[config.mk]
export PLATFORM = sky130hd
export DESIGN_NAME = ring_rx_stage
export DESIGN_NICKNAME = d
export VERILOG_FILES = /design/src/rtl/ring_pkg.sv /design/src/rtl/ring_rx_stage.sv
export SDC_FILE = /design/constraint.sdc
export NUM_CORES = 1
export LEC_CHECK = 0
export ABC_AREA = 1
export BUFFER_PORTS_ARGS = -buffer_cell sky130_fd_sc_hd__buf_2
export CELL_PAD_IN_SITES_DETAIL_PLACEMENT = 1
export CELL_PAD_IN_SITES_GLOBAL_PLACEMENT = 1
export CORE_MARGIN = 8
export CORE_UTILIZATION = 26
export CTS_CLUSTER_DIAMETER = 60
export CTS_CLUSTER_SIZE = 14
export DETAILED_ROUTE_END_ITERATION = 8
export GPL_TIMING_DRIVEN = 0
export PLACE_DENSITY_LB_ADDON = 0.12
export SKIP_LAST_GASP = 1
export SYNTH_ARGS = -nofsm -noshare
export SYNTH_HDL_FRONTEND = slang
export SYNTH_SLANG_ARGS = --single-unit
[constraint.sdc]
create_clock -name clk_i -period 2 [get_ports clk_i]
set_input_delay 0.2 -clock clk_i [delete_from_list [all_inputs] [get_ports clk_i]]
set_output_delay 0.2 -clock clk_i [all_outputs]
set_load 0.05 [all_outputs]
[src/rtl/ring_pkg.sv]
// ring node shared definitions
// packet word layout, payload views, packet kinds and node id width
// a ring word is one packet per cycle, valid bit first

package ring_pkg;

	// ==================================================
	// node id and packet kinds
	// ==================================================

	localparam int NODE_ID_W = 6;

	typedef enum logic [1:0] {
		PKT_EMPTY = 2'd0,
		PKT_WRITE = 2'd1,
		PKT_READ  = 2'd2,
		PKT_RESP  = 2'd3
	} pkt_kind_e;

	// response status codes
	localparam logic [7:0] RSP_OK      = 8'd0;
	localparam logic [7:0] RSP_BAD_ADR = 8'd1;

	// ==================================================
	// payload views
	// ==================================================

	// request view, byte address and write byte
	typedef struct packed {
		logic [15:0] adr;
		logic [7:0]  dat;
	} req_payload_t;

	// response view, status then low address echo then read byte
	typedef struct packed {
		logic [7:0] status;
		logic [7:0] adr_lo;
		logic [7:0] dat;
	} rsp_payload_t;

	// same 24 bits, decoded by kind
	typedef union packed {
		req_payload_t req;
		rsp_payload_t rsp;
	} payload_u;

	// 39 bit ring word
	typedef struct packed {
		logic                 valid;
		pkt_kind_e            kind;
		logic [NODE_ID_W-1:0] dst;
		logic [NODE_ID_W-1:0] src;
		payload_u             payload;
	} packet_t;

endpackage

[src/rtl/ring_rx_stage.sv]
// ring receive and decode stage
// registers the incoming ring word, decodes it against the node id
// and issues the local RAM access for requests addressed here

`timescale 1ns/1ps

module ring_rx_stage import ring_pkg::*; #(
	parameter int RAM_ADR_W = 10
) (
	input  logic                 clk_i,
	input  logic                 rst_i,
	input  logic [NODE_ID_W-1:0] id_i,
	input  packet_t              packet_i,
	output packet_t              packet_o,
	output logic                 hit_req_o,
	output logic                 hit_rsp_o,
	output logic                 range_ok_o,
	output logic                 ram_en_o,
	output logic                 ram_we_o,
	output logic [RAM_ADR_W-1:0] ram_adr_o,
	output logic [7:0]           ram_dat_o
);

	packet_t pkt_q;
	logic    for_me;
	logic    is_wr;
	logic    is_rd;

	// ==================================================
	// input register
	// ==================================================

	// only the valid bit needs clearing
	always_ff @(posedge clk_i) begin
		pkt_q <= packet_i;
		if (rst_i) begin
			pkt_q.valid <= 1'b0;
		end
	end

	assign packet_o = pkt_q;

	// ==================================================
	// decode
	// ==================================================

	assign for_me = pkt_q.valid && (pkt_q.dst == id_i);
	assign is_wr  = (pkt_q.kind == PKT_WRITE);
	assign is_rd  = (pkt_q.kind == PKT_READ);

	assign hit_req_o = for_me && (is_wr || is_rd);
	assign hit_rsp_o = for_me && (pkt_q.kind == PKT_RESP);

	// address must fit in the RAM, upper bits all zero
	assign range_ok_o = ((pkt_q.payload.req.adr >> RAM_ADR_W) == 16'd0);

	// RAM port, word sits here for one cycle so a write lands once
	assign ram_en_o  = hit_req_o;
	assign ram_we_o  = hit_req_o && is_wr && range_ok_o;
	assign ram_adr_o = pkt_q.payload.req.adr[RAM_ADR_W-1:0];
	assign ram_dat_o = pkt_q.payload.req.dat;

endmodule

## Word level (Yosys, flattened, before mapping)

Cells that the tools add are included.

| word-level totals | value |
|---|---|
| bits in registers | 39 |
| output and inout port bits | 62 |

| operators by class | value |
|---|---|
| equality and inequality tests | 4 |
| reduce and logical (&&, ||, !) cells | 7 |

Operators with widths:

| operator | number |
|---|---|
| 16-bit logical NOT | 1 |
| 6-bit == test | 1 |
| 1-bit logical AND | 5 |
| 2-bit == test (second input constant) | 2 |
| 2-bit by 1-bit == test with 1-bit output (second input constant) | 1 |
| 1-bit logical OR | 1 |

## Longest topological paths before layout

| depth | value |
|---|---|
| depth in word-level cells | 5 |
| mapped depth | 7 |

## Worst setup path before layout

Ideal clock, no wire load.

| timing path | value |
|---|---|
| kind | flip-flop to output port |
| start | register pkt_q (netlist bit packet_o[36]) |
| end | output ram_en_o |
| data arrival time | 2.562 ns |
| slack | -0.762 ns |
| cell stages (with the launch flop) | 5 |
| buffers on the path | 1 |
| path through | dfxtp_1 inv_1 ha_1 nor3_1 buf_4 |

| on the way | value |
|---|---|
| word-level cells in the longest chain between the ends | 3 |
| elaborated cells on any way between the ends | 4 |

RTL lines:

| what | RTL line | RTL |
|---|---|---|
| start: declaration | ring_rx_stage.sv:24 | `packet_t pkt_q;` |
| start signal: assignment | ring_rx_stage.sv:35 | `pkt_q <= packet_i;` |
| 2-bit by 1-bit == test with 1-bit output or 2-bit == test (tied branches) | ring_rx_stage.sv:48, ring_rx_stage.sv:49 |  |
| 1-bit logical OR (*) | ring_rx_stage.sv:51 | `assign hit_req_o = for_me && (is_wr \|\| is_rd);` |
| 1-bit logical AND (*) | ring_rx_stage.sv:51 |  |
| end: declaration | ring_rx_stage.sv:18 | `output logic ram_en_o,` |

Every way passes the cells marked *; elsewhere a longest branch is shown, timed or not.

## Worst setup path in the final report

Same ends and word-level chain as after synthesis.

==> impl_metrics.toml <==
[pwr]
p_seq_frac = 0.458
ir_drop_mv = 0.454
p_sw_mw = 0.584
swShare = 0.319
p_leak_nw = 1.23
clockPowerShare = 0.305
internal-power_mw = 1.25
power_density_nw_per_um2 = 829
power_frac_comb = 0.237

[clock_tree]
cts_max_path_buffers = 2
clock-sinks = 39
cts_tree = "yes"
cts_buffers = 5
htreeDepth = 2
clk_pin_slew_ns = 0.08
cts_root_buffer = "clkbuf_8"
cts_resized = 0

[worst_hold_path]
hold_depth = 1
hold_class = "input pin to flip-flop"

[route]
drc = 0
drt-total-wl_mm = 4.32
wire_per_inst_um = 13.8
postRouteAntennaNets = 0
dr.pass1.iters = 2
drtIter0Drc = 9
vias = 1200
viasPerCell = 3.85

[sta]
relSlewSlack = 0.820
final-setup-viol-count = 0
finalHoldViolations = 0
fin_crit_sh = 0.917
rsz0062_at_grt = "false"
finalWorstPathRequiredPeriod_ns = 1.83
slew_viol_final = 0
clock.fmax_ghz = 0.545
worst_pin_slew_ns = 0.271
worst_slack_ns = 0.166

[synth]
syn-num-nets = 158
yosysSeqAreaShare = 0.680
post_synth_fa_ha_maj_area_fraction = 0.0327
yosys_warnings = 0
synth_xor_area_frac = 0
ys_seq_elements = 39
syn_area_per_cell_um2 = 10.6
synth-simple-area-share = 0.103
synth_cell_types = 11
synth_top_family_by_area = "buffers and inverters"
syn_inst = 108
synthesis.area_um2 = 1150
synth.area.mux_share = 0
synth_compound_area_frac = 0.00436

[placement]
dp_slack_ns = 0.481
place_area_um2 = 1760
place.port_buffers = 108
place.gp.congestion = 0.732
dp_hpwl_mm = 3.16

[final_layout]
final_common_cell = "buf_2"
final_cell_mix = "buf_2, dfxtp_1, dlygate4sd3_1, buf_4, inv_1"
area_delta_synth_final_pct = 92.3
stdcell_area_um2 = 2210
largest_reg_flops = 39
finalNetCount = 308
drive_above_1_share = 0.525

[setup_path]
crit_required_ns = 1.80
start_kind = "flip-flop"
critPathMaxFanout = 4
critPathKind = "flip-flop to output pin"
arrival_ns = 1.63
cp-end-kind = "output pin"

[outcome]
status = "complete, no violations"

[global_route]
antenna_found_initial = 1
grt_max_degree = 14
grt_usage = 0.124
grt_pass1_vias = 1302
grt_overflow_total = 0
grt_pass1_wl_mm = 6.17

[die]
io_pins = 109
rows = 24
die_w_um = 82.5
dieArea_um2 = 6800
placeableCoreArea_um2 = 4290
start_util = 0.267
die_h_um = 82.5

[run]
drv_cap = 0
-- worst paths after layout --
kind,from,endpoint,slack [ns]
max,packet_o[36],ram_en_o,0.17
min,packet_i[31],packet_o[31],0.02
-- cell type report --
cell class,count,area (µm²)
clock buffers,6,82.6
plain buffers,19,143
fillers,533,2090
diodes,1,2.50
inverters,17,63.8
repair buffers,143,891
flip-flops and latches,39,781
multi-input cells,33,166
clock inverters,2,13.8
well taps,52,65.1
-- cells by family (layout without fill, tap and decap cells) --
group                      count (synthesis)  after routing
buffers and inverters                     36            187
other                                      0              1
DFF                                       39             39
AOI/OAI and AO/OA                          1              1
and+or+nand+nor                           29             29
adders and majority gates                  3              3
-- critical path, cell delays in order (launching register included) --
cell and delay, ns:
dfxtp_1 0.39, inv_1 0.06, ha_1 0.31, nor3_2 0.20
buf_4 0.13, buf_2 0.26
-- power groups by stage --
stage	registers (mW)	logic, mW	clock network (mW)
floorplan	1.00	0.120	0
global placement	0.854	0.377	0
detailed placement	0.857	0.381	0
CTS	0.839	0.425	0.586
global route	0.845	0.457	0.630
finish	0.839	0.434	0.558
-- layer usage --
layer	global-route usage	vias up	wire, µm
met5	0	-	0
met4	0.0509	0	64
met3	0.0812	9	576
met2	0.229	60	2390
met1	0.101	531	1290
li1	-	600	-
-- metrics by stage --
| step | hold slack [ns] | cells | util | total power, mW | TNS (ns) |
|---|---|---|---|---|---|
| 2_1_floorplan | 0.228 | 108 | - | 1.12 | -0.837 |
| 3_3_place_gp | 0.302 | 268 | 0.410 | 1.23 | 0 |
| 3_5_place_dp | 0.304 | 268 | 0.410 | 1.24 | 0 |
| 4_1_cts | 0.000174 | 304 | 0.497 | 1.85 | 0 |
| 5_1_grt | 0.00361 | 312 | 0.514 | 1.93 | 0 |
| 6_report | 0.0184 | 312 | 0.514 | 1.83 | 0 |
-- synthesized netlist by cell type --
| cell type | number | area share |
|---|---|---|
| nand2_1 | 16 | 0.052 |
| buf_4 | 19 | 0.12 |
| ha_1 | 3 | 0.033 |
| inv_1 | 17 | 0.056 |
| and3_1 | 1 | 0.0055 |
| a21oi_1 | 1 | 0.0044 |
| nand3_1 | 1 | 0.0044 |
| nor3_1 | 3 | 0.013 |
| nor2_1 | 7 | 0.023 |
| dfxtp_1 | 39 | 0.68 |
| nand4_1 | 1 | 0.0055 |
-- timing repair --
action,in CTS,in global routing
hold endpoints to repair,28,7
setup buffers,0,0
hold buffers,28,7
(Power assumes the default switching activity.)
