`src/rtl/ring_pkg.sv`:
```
// ring node shared definitions
// packet word layout, payload views, packet kinds and node id width
// a ring word is one packet per cycle, valid bit first

package ring_pkg;

	// ==================================================
	// node id and packet kinds
	// ==================================================

	localparam int NODE_ID_W = 6;

	typedef enum logic [1:0] {
		PKT_EMPTY = 2'd0,
		PKT_WRITE = 2'd1,
		PKT_READ  = 2'd2,
		PKT_RESP  = 2'd3
	} pkt_kind_e;

	// response status codes
	localparam logic [7:0] RSP_OK      = 8'd0;
	localparam logic [7:0] RSP_BAD_ADR = 8'd1;

	// ==================================================
	// payload views
	// ==================================================

	// request view, byte address and write byte
	typedef struct packed {
		logic [15:0] adr;
		logic [7:0]  dat;
	} req_payload_t;

	// response view, status then low address echo then read byte
	typedef struct packed {
		logic [7:0] status;
		logic [7:0] adr_lo;
		logic [7:0] dat;
	} rsp_payload_t;

	// same 24 bits, decoded by kind
	typedef union packed {
		req_payload_t req;
		rsp_payload_t rsp;
	} payload_u;

	// 39 bit ring word
	typedef struct packed {
		logic                 valid;
		pkt_kind_e            kind;
		logic [NODE_ID_W-1:0] dst;
		logic [NODE_ID_W-1:0] src;
		payload_u             payload;
	} packet_t;

endpackage

```
`src/rtl/mem_access_stage.sv`:
```
// ring memory access stage
// rewrites requests for this node into responses, consumes responses
// for this node and strobes them to the host, forwards everything else
// the RAM read byte arrives with this stage's register and is merged
// on the output

`timescale 1ns/1ps

module mem_access_stage import ring_pkg::*; (
	input  logic                 clk_i,
	input  logic                 rst_i,
	input  logic [NODE_ID_W-1:0] id_i,
	input  packet_t              packet_i,
	input  logic                 hit_req_i,
	input  logic                 hit_rsp_i,
	input  logic                 range_ok_i,
	input  logic [7:0]           ram_dat_i,
	output packet_t              packet_o,
	output logic                 rsp_valid_o,
	output logic [NODE_ID_W-1:0] rsp_src_o,
	output logic [7:0]           rsp_status_o,
	output logic [7:0]           rsp_adr_o,
	output logic [7:0]           rsp_dat_o
);

	packet_t pkt_nxt;
	packet_t pkt_q;
	logic    is_wr;
	logic    is_rd;
	logic    use_ram_d;
	logic    use_ram_q;
	logic    rsp_valid_q;
	logic [NODE_ID_W-1:0] rsp_src_q;
	logic [7:0] rsp_status_q;
	logic [7:0] rsp_adr_q;
	logic [7:0] rsp_dat_q;

	assign is_wr = (packet_i.kind == PKT_WRITE);
	assign is_rd = (packet_i.kind == PKT_READ);

	// good read takes its data byte from the RAM one cycle later
	assign use_ram_d = hit_req_i && is_rd && range_ok_i;

	// ==================================================
	// next word
	// ==================================================

	always_comb begin
		// forward unchanged by default
		pkt_nxt = packet_i;
		if (hit_req_i) begin
			pkt_nxt.kind = PKT_RESP;
			// reply goes back to the requester
			pkt_nxt.dst  = packet_i.src;
			pkt_nxt.src  = id_i;
			pkt_nxt.payload.rsp.status = range_ok_i ? RSP_OK : RSP_BAD_ADR;
			pkt_nxt.payload.rsp.adr_lo = packet_i.payload.req.adr[7:0];
			// written byte on a good write, zero on error
			// read byte is filled in on the output
			if (is_wr && range_ok_i) begin
				pkt_nxt.payload.rsp.dat = packet_i.payload.req.dat;
			end else begin
				pkt_nxt.payload.rsp.dat = 8'h00;
			end
		end else if (hit_rsp_i) begin
			// consumed here, slot goes out empty
			pkt_nxt = '0;
		end
	end

	// ==================================================
	// stage register
	// ==================================================

	always_ff @(posedge clk_i) begin
		pkt_q <= pkt_nxt;
		if (rst_i) begin
			pkt_q.valid <= 1'b0;
			use_ram_q   <= 1'b0;
			rsp_valid_q <= 1'b0;
		end else begin
			use_ram_q   <= use_ram_d;
			rsp_valid_q <= hit_rsp_i;
		end
	end

	// host response fields, qualified by rsp_valid_q
	always_ff @(posedge clk_i) begin
		rsp_src_q    <= packet_i.src;
		rsp_status_q <= packet_i.payload.rsp.status;
		rsp_adr_q    <= packet_i.payload.rsp.adr_lo;
		rsp_dat_q    <= packet_i.payload.rsp.dat;
	end

	// merge RAM read byte into the registered response
	always_comb begin
		packet_o = pkt_q;
		if (use_ram_q) begin
			packet_o.payload.rsp.dat = ram_dat_i;
		end
	end

	assign rsp_valid_o  = rsp_valid_q;
	assign rsp_src_o    = rsp_src_q;
	assign rsp_status_o = rsp_status_q;
	assign rsp_adr_o    = rsp_adr_q;
	assign rsp_dat_o    = rsp_dat_q;

	// decode from stage 1 is one-hot and only for live words
	a_hit_onehot: assert property (
		@(posedge clk_i) disable iff (rst_i)
		!(hit_req_i && hit_rsp_i)
	);

	a_hit_valid: assert property (
		@(posedge clk_i) disable iff (rst_i)
		(hit_req_i || hit_rsp_i) |-> packet_i.valid
	);

endmodule

```
`config.mk`:
```
export PLATFORM = sky130hd
export DESIGN_NAME = mem_access_stage
export DESIGN_NICKNAME = d
export VERILOG_FILES = /design/src/rtl/ring_pkg.sv /design/src/rtl/mem_access_stage.sv
export SDC_FILE = /design/constraint.sdc
export NUM_CORES = 1
export LEC_CHECK = 0
export CELL_PAD_IN_SITES_DETAIL_PLACEMENT = 1
export CELL_PAD_IN_SITES_GLOBAL_PLACEMENT = 2
export CORE_UTILIZATION = 25
export DETAILED_ROUTE_END_ITERATION = 12
export DONT_BUFFER_PORTS = 1
export PLACE_DENSITY_LB_ADDON = 0.1
export SLEW_MARGIN = 20
export SYNTH_ARGS = -nofsm -noshare
export SYNTH_HDL_FRONTEND = slang
export SYNTH_SLANG_ARGS = --single-unit
```
`constraint.sdc`:
```
create_clock -name clk_i -period 1.15 [get_ports clk_i]
set_input_delay 0.115 -clock clk_i [delete_from_list [all_inputs] [get_ports clk_i]]
set_output_delay 0.115 -clock clk_i [all_outputs]
set_load 0.02 [all_outputs]
```
# Word-level counts from Yosys, hierarchy flattened
# Cells that the tools add are included.
# totals
register_bits	71
input_bits	58
out_inout_bits	70
wordCells	22
# classes
n_eq_ne	2
muxes	6
n_reduce_logical	3
# ops
operator	count
$mux W39	1
$mux W36	1
$mux W8	2
$logic_and A1 B1 Y1	3
$eq A2 B1 Y1 const B	1
$eq A2 B2 Y1 const B	1
$mux W1	2

# Depth between registers and ports, before layout
# logic_depth
word_depth	4
ltp_mapped	4
mapped_depth_nobuf	2

# Least setup slack after synthesis
# No wires, ideal clock.
# synth_path
kind	register -> output
start	register use_ram_q
end	output packet_o[0] (netlist name)
t_arrival_ns	0.853
slack_ns	0.182
stages_incl_launch_ff	3
cell_sequence	dfxtp_1 > buf_2 > mux2_2
# synth_lines
item	line_no	rtl
start: declaration	mem_access_stage.sv:31	logic use_ram_q;
start signal: assignment	mem_access_stage.sv:82	use_ram_q <= use_ram_d;
end: declaration	mem_access_stage.sv:18	output packet_t packet_o,

==> flow_summary.rst <==
.. list-table::
   :header-rows: 1

   * - Metric
     - Value
   * - Result of the run
     - complete, but fails checks
   * - Violations in the final reports
     - negative setup slack
   * - Final number of setup-violating endpoints
     - 8
   * - Critical path required time
     - 1.03 ns
   * - Power density cells
     - 1830 nW/µm²
   * - Area of the multi-input gates
     - 493 µm²
   * - Number of global-route vias before repair
     - 1370
   * - Fraction of the yosys area taken by sequential cells
     - 65.4%
   * - Placeable core area
     - 8300 µm²
   * - Critical-path cell list
     - mux2_4
   * - Stage delay of the slowest cell on the critical path
     - 0.44 ns
   * - RSZ-0062 raised after global routing
     - yes
   * - Average vias per placed instance
     - 4.11
   * - CP Max Fanout
     - 8
   * - Fraction of final layout cells sized beyond drive strength 1
     - 14.6%
   * - Die W
     - 95.3 µm
   * - Post-layout power
     - 5.09 mW
   * - WP buf/inv
     - 0
   * - Total GRT Usage
     - 10.6%
   * - Commonest cells after routing, fill and taps aside
     - dfxtp_1 (70), dlygate4sd3_1 (52), and2_1 (15)
   * - Total grt overflow
     - 0
   * - Count of fill cells added during filler insertion
     - 876
   * - Die extent in y
     - 95.3 µm
   * - Starting density of the core
     - 26.2%
   * - Max VDD drop
     - 0.533 mV
   * - Die Area
     - 9080 µm²
   * - Number of distinct library cells after synthesis
     - 21
   * - Peak Freq
     - 790 MHz
   * - Number of I/O pins
     - 128
   * - RePlAce Congestion
     - 0.613
   * - Worst Setup End Kind
     - primary output
   * - Count of final hold-check violations
     - 0
   * - Via Count
     - 1244
   * - Combined area of all synthesized cells
     - 2170 µm²
   * - Count of buffers inserted at the top-level ports
     - 0
   * - Clock-pin slew reported for the worst setup and hold paths after clock tree synthesis
     - 0.08 ns
   * - Antenna diode count
     - 0
   * - Detailed-router iteration count before antenna repair
     - 2
   * - Pin count of the biggest net entering global routing
     - 20
   * - Max Slew Vio Count
     - 0
   * - Final Core Density
     - 33.6%
   * - Flop and latch count out of synthesis
     - 71
   * - Number of nets in the synthesized netlist
     - 223
   * - Synth warn
     - 0
   * - Num CTS Buffers
     - 9
   * - Antenna violations before repair
     - 0
   * - Final routed wirelength across all metal layers
     - 4680 µm
   * - Worst-Margin Slew
     - 0.614 ns
   * - Number of routed nets with antenna violations
     - 0
   * - FP Rows
     - 33
   * - DRT iter0 DRCs
     - 15
   * - Root buf cell
     - clkbuf_8
   * - Clock buffer depth
     - 2
   * - H-tree depth
     - 3
   * - Wire length of the first global-routing pass
     - 6680 µm
   * - Per-cell routed wire length
     - 15.5 µm
   * - Post-detailed-route DRC marker count
     - 0
   * - Post-Route Setup TNS
     - -0.890 ns
   * - Synthesized instance count
     - 165
   * - Path type of the worst min-delay path
     - input pin to flop
   * - DP Wirelength
     - 3110 µm
   * - Setup WS post-layout
     - -0.116 ns
   * - Critical path start-end classification
     - flop to primary output
   * - Most common cell after layout, fill and taps aside
     - dfxtp_1
   * - Post-layout minimum cycle time
     - 1.27 ns
   * - Area growth from synthesis to layout
     - 28.2%
   * - Mean cell area of the mapped netlist
     - 13.2 µm²
   * - Number of sinks on the clock net
     - 71
   * - Combined flip-flop and latch cell area
     - 1430 µm²
   * - Slew margin rel.
     - 59.1%
   * - Layout Nets
     - 251
   * - Slowest-stage cell, CP
     - dfxtp_4
   * - TritonCTS clock tree
     - yes
   * - Top Family by Delay on Critical Path
     - flip-flops
   * - Leakage power summed over all cells
     - 1.14 nW
   * - Worst EP arrival
     - 1.15 ns
   * - Final Cycle Share
     - 110%
   * - Max capacitance violation total
     - 0
   * - Critical path startpoint category
     - flop
[synthesized netlist by cell type]
master | number | share of area, %
a21boi_1 | 7 | 2.4
a21boi_2 | 1 | 0.52
a21o_1 | 2 | 0.69
a22o_1 | 12 | 4.8
and2_1 | 15 | 4.3
and3b_1 | 1 | 0.40
buf_2 | 1 | 0.23
buf_4 | 31 | 11
buf_6 | 4 | 2.1
dfxtp_1 | 71 | 65
inv_1 | 2 | 0.35
mux2_2 | 8 | 4.1
nand2_1 | 1 | 0.17
nand2b_1 | 1 | 0.29
nand2b_4 | 1 | 0.63
nand4b_1 | 1 | 0.40
nand4b_4 | 1 | 1.1
nor2_1 | 2 | 0.35
nor2_4 | 1 | 0.52
o21ai_0 | 1 | 0.23
or2_1 | 1 | 0.29
[through the flow]
stage               cell area [µm²]  setup WS, ns  cells  hold slack, ns
CTS                            2790        -0.139    303          0.0144
finish                         2790        -0.116    303          0.0251
detailed placement             2020        0.0817    234           0.143
floorplan                      2170         0.182    165           0.143
global placement               2020         0.112    234           0.143
global route                   2790        -0.160    303          0.0282
[state kept, by name (all words and copies together), names as in the netlist]
name          cells
pkt_q             8
rsp_dat_o         8
rsp_status_o      8
rsp_adr_o         8
rsp_src_o         6
rsp_valid_o       1
use_ram_q         1
packet_o         31
[report_power, final]
group          switching (mW)  internal, mW
Sequential              0.220          2.60
Combinational           0.123         0.205
Clock                   0.942         0.999
Total                    1.28          3.80
[area by class of cell]
| cell class | count | area share [%] |
|---|---|---|
| Sequential cell | 71 | 51.1 |
| Timing Repair Buffer | 53 | 19.1 |
| Multi-Input combinational cell | 56 | 17.7 |
| Tap cell | 105 | 4.71 |
| Clock buffer | 9 | 4.44 |
| Clock inverter | 7 | 2.65 |
| Inverter | 2 | 0.269 |
[per-layer routing]
metal | GRT usage [%] | wire length [µm] | vias up
met5 | 0 | 0 | -
met4 | 6.82 | 97 | 0
met3 | 5.74 | 421 | 9
met2 | 17.7 | 2510 | 67
met1 | 9.92 | 1650 | 599
li1 | - | - | 569
[logic make-up after synthesis]
logic type | count (synthesis) | synth area share, %
muxes | 8 | 4.14
buffers and inverters | 38 | 13.3
and+or+nand+nor | 25 | 8.46
DFF | 71 | 65.4
AOI/OAI and AO/OA | 23 | 8.69
[what timing repair did]
item,CTS,global route
hold buffers,53,0
pin swaps,0,1
cloned,0,0
gates resized for setup,10,1
setup endpoints to repair,8,17
hold endpoints to repair,71,0
buffers inserted,0,0
[worst paths after layout]
| check | slack, ns | cells after the start | end | from |
|---|---|---|---|---|
| max | -0.12 | 1 | packet_o[3] | use_ram_q$_SDFF_PP0_ |
| min | 0.03 | 2 | packet_o[14]$_DFF_P_ | hit_rsp_i |
(Power assumes the default switching activity.)
