<file path="src/rtl/ring_pkg.sv">
// ring node shared definitions
// packet word layout, payload views, packet kinds and node id width
// a ring word is one packet per cycle, valid bit first

package ring_pkg;

	// ==================================================
	// node id and packet kinds
	// ==================================================

	localparam int NODE_ID_W = 6;

	typedef enum logic [1:0] {
		PKT_EMPTY = 2'd0,
		PKT_WRITE = 2'd1,
		PKT_READ  = 2'd2,
		PKT_RESP  = 2'd3
	} pkt_kind_e;

	// response status codes
	localparam logic [7:0] RSP_OK      = 8'd0;
	localparam logic [7:0] RSP_BAD_ADR = 8'd1;

	// ==================================================
	// payload views
	// ==================================================

	// request view, byte address and write byte
	typedef struct packed {
		logic [15:0] adr;
		logic [7:0]  dat;
	} req_payload_t;

	// response view, status then low address echo then read byte
	typedef struct packed {
		logic [7:0] status;
		logic [7:0] adr_lo;
		logic [7:0] dat;
	} rsp_payload_t;

	// same 24 bits, decoded by kind
	typedef union packed {
		req_payload_t req;
		rsp_payload_t rsp;
	} payload_u;

	// 39 bit ring word
	typedef struct packed {
		logic                 valid;
		pkt_kind_e            kind;
		logic [NODE_ID_W-1:0] dst;
		logic [NODE_ID_W-1:0] src;
		payload_u             payload;
	} packet_t;

endpackage

</file>
<file path="src/rtl/ring_tx_stage.sv">
// ring transmit and merge stage
// holds one host request and drops it into the first empty slot
// passing through, then registers the ring output word

`timescale 1ns/1ps

module ring_tx_stage import ring_pkg::*; (
	input  logic                 clk_i,
	input  logic                 rst_i,
	input  logic [NODE_ID_W-1:0] id_i,
	input  packet_t              packet_i,
	input  logic                 inj_valid_i,
	input  pkt_kind_e            inj_kind_i,
	input  logic [NODE_ID_W-1:0] inj_dst_i,
	input  logic [15:0]          inj_adr_i,
	input  logic [7:0]           inj_dat_i,
	output packet_t              packet_o,
	output logic                 inj_busy_o
);

	// injection buffer
	logic                 buf_full_q;
	pkt_kind_e            buf_kind_q;
	logic [NODE_ID_W-1:0] buf_dst_q;
	logic [15:0]          buf_adr_q;
	logic [7:0]           buf_dat_q;

	packet_t inj_pkt;
	packet_t out_q;
	logic    take;
	logic    load;

	// ==================================================
	// buffer control
	// ==================================================

	// strobes while full are dropped
	assign load = inj_valid_i && !buf_full_q;
	// slot is free when stage 2 hands us an invalid word
	assign take = buf_full_q && !packet_i.valid;

	always_ff @(posedge clk_i) begin
		if (rst_i) begin
			buf_full_q <= 1'b0;
		end else if (load) begin
			buf_full_q <= 1'b1;
		end else if (take) begin
			buf_full_q <= 1'b0;
		end
	end

	// request fields, no reset
	always_ff @(posedge clk_i) begin
		if (load) begin
			buf_kind_q <= inj_kind_i;
			buf_dst_q  <= inj_dst_i;
			buf_adr_q  <= inj_adr_i;
			buf_dat_q  <= inj_dat_i;
		end
	end

	// ==================================================
	// output merge
	// ==================================================

	always_comb begin
		inj_pkt.valid           = 1'b1;
		inj_pkt.kind            = buf_kind_q;
		inj_pkt.dst             = buf_dst_q;
		inj_pkt.src             = id_i;
		inj_pkt.payload.req.adr = buf_adr_q;
		inj_pkt.payload.req.dat = buf_dat_q;
	end

	always_ff @(posedge clk_i) begin
		out_q <= take ? inj_pkt : packet_i;
		if (rst_i) begin
			out_q.valid <= 1'b0;
		end
	end

	assign packet_o   = out_q;
	assign inj_busy_o = buf_full_q;

	// host must wait for busy to drop before the next strobe
	a_no_strobe_busy: assert property (
		@(posedge clk_i) disable iff (rst_i)
		inj_valid_i |-> !inj_busy_o
	);

endmodule

</file>
<file path="config.mk">
export PLATFORM = sky130hd
export DESIGN_NAME = ring_tx_stage
export DESIGN_NICKNAME = d
export VERILOG_FILES = /design/src/rtl/ring_pkg.sv /design/src/rtl/ring_tx_stage.sv
export SDC_FILE = /design/constraint.sdc
export NUM_CORES = 1
export LEC_CHECK = 0
export BUFFER_PORTS_ARGS = -buffer_cell sky130_fd_sc_hd__buf_2
export CORE_UTILIZATION = 44
export DETAILED_ROUTE_END_ITERATION = 16
export HOLD_SLACK_MARGIN = 0.02
export PLACE_DENSITY = 0.9
export SYNTH_ARGS = -nofsm -noshare
export SYNTH_HDL_FRONTEND = slang
export SYNTH_SLANG_ARGS = --single-unit
</file>
<file path="constraint.sdc">
create_clock -name clk_i -period 3.05 [get_ports clk_i]
set_clock_uncertainty 0.15 [all_clocks]
set_input_delay 0 -clock clk_i [delete_from_list [all_inputs] [get_ports clk_i]]
set_output_delay 0 -clock clk_i [all_outputs]
set_load 0.01 [all_outputs]
</file>
; ---- After elaboration in Yosys (flattened, before gate mapping)
; Index checks and enable logic that the tools add are counted.
[word_totals]
memories = 0
romBits = 0
word_cells = 18
ff_bits = 72
latch_bits = 0
out_inout_bits = 40
in_bits = 80
ramBits = 0
[op_classes]
n_lt_le_gt_ge = 0
n_addsub = 0
n_reduce_logical = 5
n_bitwise = 0
n_mul = 0
n_eq_ne = 0
div = 0
muxes = 3
n_shift = 0
[ops]
columns = op, n
row1 = 39-bit 2-to-1 mux, 1
row2 = 1-bit logical AND, 2
row3 = 1-bit zero test, 2
row4 = 1-bit 2-to-1 mux, 2
row5 = 2-bit nonzero test, 1

; ---- Longest topological paths before layout
; Gate-level depths: netlist of run 1.
[depth]
word_depth = 4
depth_mapped = 4
depth_no_buf = 2

; ---- Worst setup path after synthesis of run 1
; Ideal clock, no wire load.
[synth_timing]
kind = reg-to-reg
from = reg buf_full_q, in the netlist inj_busy_o
to = reg buf_adr_q[0], enable pin
n_path_buf = 0
required_ns = 2.475
slack_ns = 0.647
synth_period_minus_slack_ns = 2.403
stages_incl_launch_ff = 2
setup_time_ns = 0.425
arrival_time_ns = 1.828
cell_sequence = dfxtp_1 > nor2b_1
[synth_between]
elab_chain_cells = 2
[synth_lines]
columns = item, line
row1 = from (decl), ring_tx_stage.sv:22  ; logic buf_full_q;
row2 = from (signal assigned), ring_tx_stage.sv:44  ; buf_full_q <= 1'b0;
row3 = from (signal assigned), ring_tx_stage.sv:46  ; buf_full_q <= 1'b1;
row4 = from (signal assigned), ring_tx_stage.sv:48  ; buf_full_q <= 1'b0;
row5 = 1-bit zero test, ring_tx_stage.sv:38  ; assign load = inj_valid_i && !buf_full_q;
row6 = 1-bit logical AND, ring_tx_stage.sv:38
row7 = named net load, ring_tx_stage.sv:31  ; logic load;
row8 = to (signal assigned), ring_tx_stage.sv:57  ; buf_adr_q <= inj_adr_i;
row9 = to (decl), ring_tx_stage.sv:25  ; logic [15:0] buf_adr_q;
; The timed path passes the listed nets, and every way through them passes these cells.
; A chain may end at the register's enable or synchronous reset.

; ---- Worst setup path after layout of run 1
[layout_timing]
from = reg buf_full_q, in the netlist inj_busy_o
to = reg out_q (netlist bit packet_o[27])
[layout_between]
elab_chain_cells = 2
[layout_lines]
columns = item, line
row1 = 1-bit logical AND, ring_tx_stage.sv:40  ; assign take = buf_full_q && !packet_i.valid;
row2 = 39-bit 2-to-1 mux, ring_tx_stage.sv:76  ; out_q <= take ? inj_pkt : packet_i;
row3 = to (signal assigned), ring_tx_stage.sv:76
row4 = to (decl), ring_tx_stage.sv:29  ; packet_t out_q;
; Every way passes these cells.

==> summary.md, run 1 <==
| Metric | Value |
|---|---|
| Filler Cells Inserted | `304` |
| CP bufs+invs | `1` |
| Global-route wire length before repair | `~9000 um` |
| Worst-Margin Slew | `1160 ps` |
| Post-CTS resize count | `0` |
| Placer Congestion | `approximately 0.67` |
| Hold EP | `buf_adr_q[6]` |
| DR iter-0 viols | `63` |
| Vias per inst | `4.55` |
| Register area | `around 1800 um2` |
| Clk sinks | `just over 70` |
| RSZ-0062 raised after global routing | `no` |
| Syn Std Cell Area | `about 2300 um2` |
| Number of inserted diodes | `0` |
| Layout cells sized above 1 | `52.6%` |
| Area Growth Syn to Fin | `73.1%` |
| Worst r2r dst | `packet_o[27]` |
| Core area | `just over 5000 um2` |
| Reg power frac | `approximately 48%` |
| Worst R2R Path Depth | `3` |
| Met2 WL | `around 3500 um` |
| Leakage Power | `around 1.9 nW` |
| Pre-Repair DR Iteration Count | `4` |
| Fmax | `399 MHz` |
| Vias | `1,823` |
| Mapped Nets | `200` |
| Cells after synthesis | `120` |
| Setup Crit Path Kind | `flop to flop` |
| Post-synthesis cell type count | `10` |
| Hold Vio Cnt, Final | `0` |
| Post-CTS Setup Bufs | `0` |
| Outcome | `completed` |
| Worst path depth | `3` |
| Largest net degree at the start of global routing | `39` |
| GR Overflow Total | `0` |
| Max cap viols | `0` |
| Period Utilization, post-route | `a little over 80%` |
| Reg2Reg Setup Slack | `540 ps` |
| Setup TNS | `0 ps` |
| Die width | `74.9 um` |
| Layout Nets | `406` |
| Net Sw Frac | `a little over a fifth` |
| Row Count | `26` |
| Critical path endpoint category | `flop` |
| WL met3 | `between 400 and 500 um` |
| Initial antenna violation count | `0` |
| DRC Markers | `0` |
| Root Driver | `clkbuf_8` |
| Sw power | `0.478 mW` |
| Hold Crit Start | `inj_adr_i[6]` |
| Sequential-to-total area share from yosys stat | `roughly three quarters` |
| Routed len/inst | `between 15 and 20 um` |
| Slowest-stage cell, CP | `nand2b_2` |
| CP Max Fanout | `38` |
| Final Util | `between 70% and 80%` |
| VDD IR-drop max | `0.000391 V` |
| Max_slew headroom | `between 20% and 30%` |
| Die area | `5610 um2` |
| All-Layer GR Usage | `~23%` |
| H-tree depth | `3` |
| Seq cells post-synth | `72` |
| Worst path required time | `about 3100 ps` |
| Met1 Wirelength | `between 2000 and 2500 um` |
| Pint | `around 1.8 mW` |
| Final min period | `approximately 2500 ps` |
| Worst skew pair latency | `340 ps` |
| Cts bufs inserted | `9` |
| Synthesized area per cell | `between 15 and 20 um2` |
| Hold Path Depth | `2` |
| Top Metal Used | `met4` |
| WL final | `6500 um` |
| Synth Warn # | `0` |
| Hold_buf cts | `80` |
| Die height | `around 75 um` |
| Slew Viols, Final | `0` |
| Vias in the first global route | `slightly below 2k` |
| # IOs | `120` |
| CTS tree | `built` |
| Logic pwr share | `12.6%` |
| R2r startpoint | `inj_busy_o` |
| Cell taking the most area after synthesis | `edfxtp_1` |
| Worst Path Arrival | `around 2600 ps` |
| Critical-path cell list | `nand2b_2 > mux2_4 > dlygate4sd3_1` |
| ANT nets after route | `0` |
| Clk pwr share | `just under 40%` |
| Clk slew on worst S/H paths | `~80 ps` |
| P per Cell Area | `around 570 nW/um2` |
| I/O Buffers | `~120` |
| CP peak stage delay | `650 ps` |
| Final setup vio count | `0` |
| Initial core utilization | `45.8%` |
| CP delay by family, top | `simple AND/OR/NAND/NOR gates` |
| Yosys top cell area share | `41.1%` |
| Worst hold path class | `input pin to flop` |
| Area of the multi-input gates | `~550 um2` |
| Clk buf depth | `2` |
| Setup crit start kind | `flop` |
| Synth top area cells | `edfxtp_1 (41%), dfxtp_1 (34%), mux2_4 (13%)` |
## power groups by stage
stage | Sequential (mW) | Clock (mW) | Combinational, mW
2_1_floorplan | 1.14 | 0 | 0.0743
3_3_place_gp | 1.12 | 0 | 0.191
3_5_place_dp | 1.12 | 0 | 0.195
4_1_cts | 1.10 | 0.906 | 0.280
5_1_grt | 1.11 | 0.955 | 0.310
6_report | 1.10 | 0.900 | 0.289
## area by class of cell
cell class	instances	area share [%]
clock buffer	14	5.35
clock inverter	2	0.928
multi-input combinational	44	13.5
sequential	72	43.5
tap	70	2.16
timing repair buffer	199	34.5
## cells in the mapped netlist
cell and number:
buf_2 1, dfxtp_1 40, mux2_2 18, mux2_4 20, buf_6 3, edfxtp_1 32
nor2b_1 1, nor2_1 3, mux2i_1 1, nand2b_1 1
## worst max path at each step
stage	startpoint	endpoint
after floorplan	inj_busy_o	buf_adr_q[0]
after global placement	inj_busy_o	packet_o[34]
after detailed placement	inj_busy_o	packet_o[11]
after CTS	inj_busy_o	packet_o[29]
after global routing	inj_busy_o	packet_o[25]
final	inj_busy_o	packet_o[27]
## state kept, by name, summed over array words and instances, names as in the netlist
name / flops
buf_kind_q: 2
buf_adr_q: 16
buf_dst_q: 6
buf_dat_q: 8
inj_busy_o: 1
packet_o: 39
## cells in the final DEF (no fill, tap or decap)
master         Yosys  final
mux2_4            20     20
nand2b_2           0      1
dlygate4sd3_1      0     80
nor2b_4            0      1
edfxtp_1          32     32
bufinv_16          0      1
clkbuf_8           0     10
nor2_1             3      3
dfxtp_1           40     40
buf_2              1    119
clkbuf_1           0      1
clkinvlp_4         0      1
mux2_2            18     18
mux2i_1            1      1
clkbuf_16          0      3
## through the flow
stage          cell area (um2)  hold slack [ps]  instances  setup slack, ps  power (mW)
6_report                  4050              223        401              545        2.29
5_1_grt                   4050              215        401              447        2.37
4_1_cts                   4050              212        401              549        2.28
3_5_place_dp              2990             28.1        305             1110        1.31
3_3_place_gp              2990             22.8        305             1160        1.31
2_1_floorplan             2340            -77.6        120              647        1.21
## cells by family after synthesis
| group | Yosys count | share of synthesized area (%) |
|---|---|---|
| muxes | 39 | 21.9 |
| and+or+nand+nor | 5 | 1.02 |
| DFF | 72 | 75.4 |
| buffers and inverters | 4 | 1.66 |
## layer usage
layer	track usage (%)	vias to the layer above
li1	-	844
met1	23.0	866
met2	43.6	95
met3	6.56	18
met4	12.4	0
met5	0	-
Note: power is estimated with default switching activity, not from simulation.
==> inputs of run 2 (changes only) <==
--- a/config.mk
+++ b/config.mk
@@ -5,6 +5,7 @@
 export SDC_FILE = /design/constraint.sdc
 export NUM_CORES = 1
 export LEC_CHECK = 0
+export ABC_AREA = 1
 export BUFFER_PORTS_ARGS = -buffer_cell sky130_fd_sc_hd__buf_2
 export CORE_UTILIZATION = 44
 export DETAILED_ROUTE_END_ITERATION = 16
==> constraint.sdc (replaced) <==
create_clock -name clk_i -period 2.6 [get_ports clk_i]
set_clock_uncertainty 0.15 [all_clocks]
set_input_delay 0 -clock clk_i [delete_from_list [all_inputs] [get_ports clk_i]]
set_output_delay 0 -clock clk_i [all_outputs]
set_load 0.01 [all_outputs]
==> summary.md, run 2 <==
| Metric | Value |
|---|---|
| WL final | `6670 um (+2.6%)` |
| Clk pwr share | `36.4% (-2.9 points)` |
| Syn Std Cell Area | `2370 um2 (+1.3%)` |
| DRC Markers | `0 (unchanged)` |
| Power Total | `2.58 mW (+13%)` |
| Most used cell along the critical path | `nand2_1` |
| Top post-synthesis cells by count | `nand2_1 (77), dfxtp_1 (40), nand3_1 (38), edfxtp_1 (32), buf_2 (7)` |
| Layout cells sized above 1 | `34.0% (-19 points)` |
| Initial antenna violation count | `0 (unchanged)` |
| # IOs | `120 (unchanged)` |
| Sw power | `0.595 mW (+24%)` |
| Row Count | `26 (unchanged)` |
| Count leader, synth | `nand2_1` |
| Final setup margin | `343 ps (-201 ps)` |
| Placer Congestion | `0.724 (+7.9%)` |
| Post-CTS resize count | `0 (unchanged)` |
| Slowest-stage cell, CP | `dfxtp_2` |
| Max cap viols | `0 (unchanged)` |
| Critical path endpoint category | `flop` |
| Worst r2r dst | `packet_o[24]` |
| Die height | `75.4 um (+0.65%)` |
| Cts bufs inserted | `9 (unchanged)` |
| CP delay by family, top | `simple AND/OR/NAND/NOR gates` |
| Post-CTS Setup Bufs | `0 (unchanged)` |
| Sequential-to-total area share from yosys stat | `74.4% (-1.0 points)` |
| RSZ-0062 raised after global routing | `no` |
| R2r startpoint | `inj_busy_o` |
| DR iter-0 viols | `96 (+52%)` |
| Vias in the first global route | `2,250 (+17%)` |
| Reg2Reg Setup Slack | `340 ps (-200 ps)` |
| Clk buf depth | `2 (unchanged)` |
| Mapped Nets | `289 (+45%)` |
| Async set-reset flop share out of synthesis | `0% (unchanged)` |
| Max_slew headroom | `42.2% (+20 points)` |
| All-Layer GR Usage | `24.7% (+1.4 points)` |
| Net Sw Frac | `23.0% (+2.1 points)` |
| Worst hold path class | `input pin to flop` |
| Most common cell after layout, fill and taps aside | `buf_2` |
| VDD IR-drop max | `0.000419 V (+7.3%)` |
| P per Cell Area | `649 nW/um2 (+15%)` |
| Synthesized area per cell | `11.3 um2 (-42%)` |
| Die area | `5680 um2 (+1.3%)` |
| Worst R2R Path Depth | `4 (+1)` |
| Setup crit start kind | `flop` |
| Clk slew on worst S/H paths | `80 ps (about the same)` |
| Clk sinks | `72 (unchanged)` |
| CP peak stage delay | `610 ps (-40 ps)` |
| GR Overflow Total | `0 (unchanged)` |
| Most frequent cells in the layout | `buf_2 (119), dlygate4sd3_1 (79), nand2_1 (77), dfxtp_1 (39), nand3_1 (38)` |
| Fmax | `443 MHz (+11%)` |
| Synth Warn # | `0 (unchanged)` |
| I/O Buffers | `119 (unchanged)` |
| Final min period | `2260 ps (-249 ps)` |
| Worst-Margin Slew | `865 ps (-298 ps)` |
| Register area | `1760 um2 (about the same)` |
| Logic pwr share | `13.2% (+0.6 points)` |
| Minimum hold slack | `105 ps (-119 ps)` |
| Synth top area cells | `edfxtp_1 (41%), dfxtp_1 (34%), nand2_1 (12%)` |
| Setup Crit Path Kind | `flop to flop` |
| Period Utilization, post-route | `86.8% (+4.7 points)` |
| Number of synthesized flops with an enable pin | `32 (unchanged)` |
| Vias | `2,198 (+21%)` |
| Number of inserted diodes | `0 (unchanged)` |
| Routed len/inst | `13.8 um (-15%)` |
| Die width | `75.4 um (+0.65%)` |
| Dominant synthesized flop cell | `dfxtp_1` |
| Worst Path Arrival | `2330 ps (-250 ps)` |
| Cells after synthesis | `209 (+74%)` |
| Final setup vio count | `0 (unchanged)` |
| Hold Vio Cnt, Final | `0 (unchanged)` |
| Hpwl dp | `between 3000 and 4000 um` |
| Layout Nets | `487 (+20%)` |
| Initial core utilization | `46.1% (+0.32 points)` |
| Max reg flops | `39 (unchanged)` |
| Cell taking the most area after synthesis | `edfxtp_1` |
| Pre-Repair DR Iteration Count | `4 (unchanged)` |
| CP bufs+invs | `1 (unchanged)` |
| Worst skew pair latency | `330 ps (about the same)` |
| Place WS | `860 ps (-249 ps)` |
| CP Max Fanout | `39 (+2.6%)` |
| Leakage Power | `1.92 nW (+3.5%)` |
| Outcome | `completed` |
| H-tree depth | `3 (unchanged)` |
| Final Util | `77.5% (-1.7 points)` |
| Root Driver | `clkbuf_8` |
| Reg power frac | `50.4% (+2.3 points)` |
| Setup TNS | `0 ps (unchanged)` |
| Yosys top cell area share | `40.6% (-0.54 points)` |
| Worst path depth | `4 (+1)` |
| CTS tree | `built` |
| Seq cells post-synth | `72 (unchanged)` |
| Post-synthesis cell type count | `11 (+1)` |
| Core area | `5140 um2 (+0.64%)` |
| End point of the critical path | `packet_o[24]` |
| Hold_buf cts | `79 (-1.3%)` |
| Largest net degree at the start of global routing | `40 (+2.6%)` |
| Area Growth Syn to Fin | `68.3%` |
| Critical-path cell list | `nand2_2 > nand2_1 > nand2_1 > dlygate4sd3_1` |
| Vias per inst | `4.56 (+0.31%)` |
| Filler Cells Inserted | `341 (+12%)` |
| Worst path required time | `2680 ps (-440 ps)` |
| Slew Viols, Final | `0 (unchanged)` |
| Area of the multi-input gates | `512 um2 (-6.4%)` |
| ANT nets after route | `0 (unchanged)` |
| Pint | `1.99 mW (+9.9%)` |
| Worst Setup SP | `inj_busy_o` |
| Global-route wire length before repair | `9830 um (+9.6%)` |
==> run 2: changes by cell type in the layout (fill, tap and decap cells not counted), sizes merged, moves of 3 or more <==
cell	before	now
nand2	0	78
inv	0	3
mux2	38	0
clkbuf	14	9
clkinv	0	4
nand3	0	38
==> run 2: worst register-to-register path, cell delays in order, from the launching register on <==
cell,delay (ps)
dfxtp_2,610
nand2_2,560
nand2_1,210
nand2_1,70
dlygate4sd3_1,550
==> run 2: final cells by class <==
class / instances / area share (%)
clock inverters: 7 / 2.17
well taps: 70 / 2.20
repair buffers: 200 / 35.2
clock buffers: 9 / 3.11
flip-flops and latches: 72 / 44.2
inverters: 3 / 0.283
multi-input cells: 121 / 12.8
==> run 2: how the worst min path moves through the flow <==
stage / from / to / slack [ps] / cells after the start
final: packet_i[38] / packet_o[12] / 100 / 5
after global routing: packet_i[38] / packet_o[22] / 130 / 5
after CTS: packet_i[38] / packet_o[18] / 90 / 5
after detailed placement: inj_kind_i[1] / buf_kind_q[1] / 30 / 1
after global placement: rst_i / packet_o[38] / 20 / 2
after floorplan: rst_i / packet_o[38] / -80 / 1
==> run 2: power groups by stage <==
| stage | sequential [mW] | combinational (mW) | clock [mW] |
|---|---|---|---|
| floorplan | 1.35 | 0.0924 | 0 |
| global placement | 1.32 | 0.229 | 0 |
| detailed placement | 1.33 | 0.237 | 0 |
| CTS | 1.30 | 0.333 | 0.953 |
| global route | 1.31 | 0.376 | 1.00 |
| finish | 1.30 | 0.341 | 0.942 |
==> run 2: cell families (layout without fill, tap and decap cells) <==
logic type / Yosys count / count (layout) / synth area share [%]
flip-flops: 72 / 72 / 74.4
buffers and inverters: 16 / 219 / 4.33
AND/OR/NAND/NOR: 121 / 121 / 21.3
==> run 2: routing by layer <==
| metal | vias up | GRT usage, % | share of wire [%] |
|---|---|---|---|
| li1 | 1082 | - | - |
| met1 | 1010 | 24.4 | 37 |
| met2 | 87 | 47.4 | 55 |
| met3 | 19 | 5.69 | 5.5 |
| met4 | 0 | 13.2 | 2.8 |
| met5 | - | 0 | 0 |
==> run 2: stage by stage <==
step           cell area (um2)  std cells
3_5_place_dp              2980        387
5_1_grt                   3990        482
3_3_place_gp              2980        387
2_1_floorplan             2370        209
6_report                  3990        482
4_1_cts                   3990        482
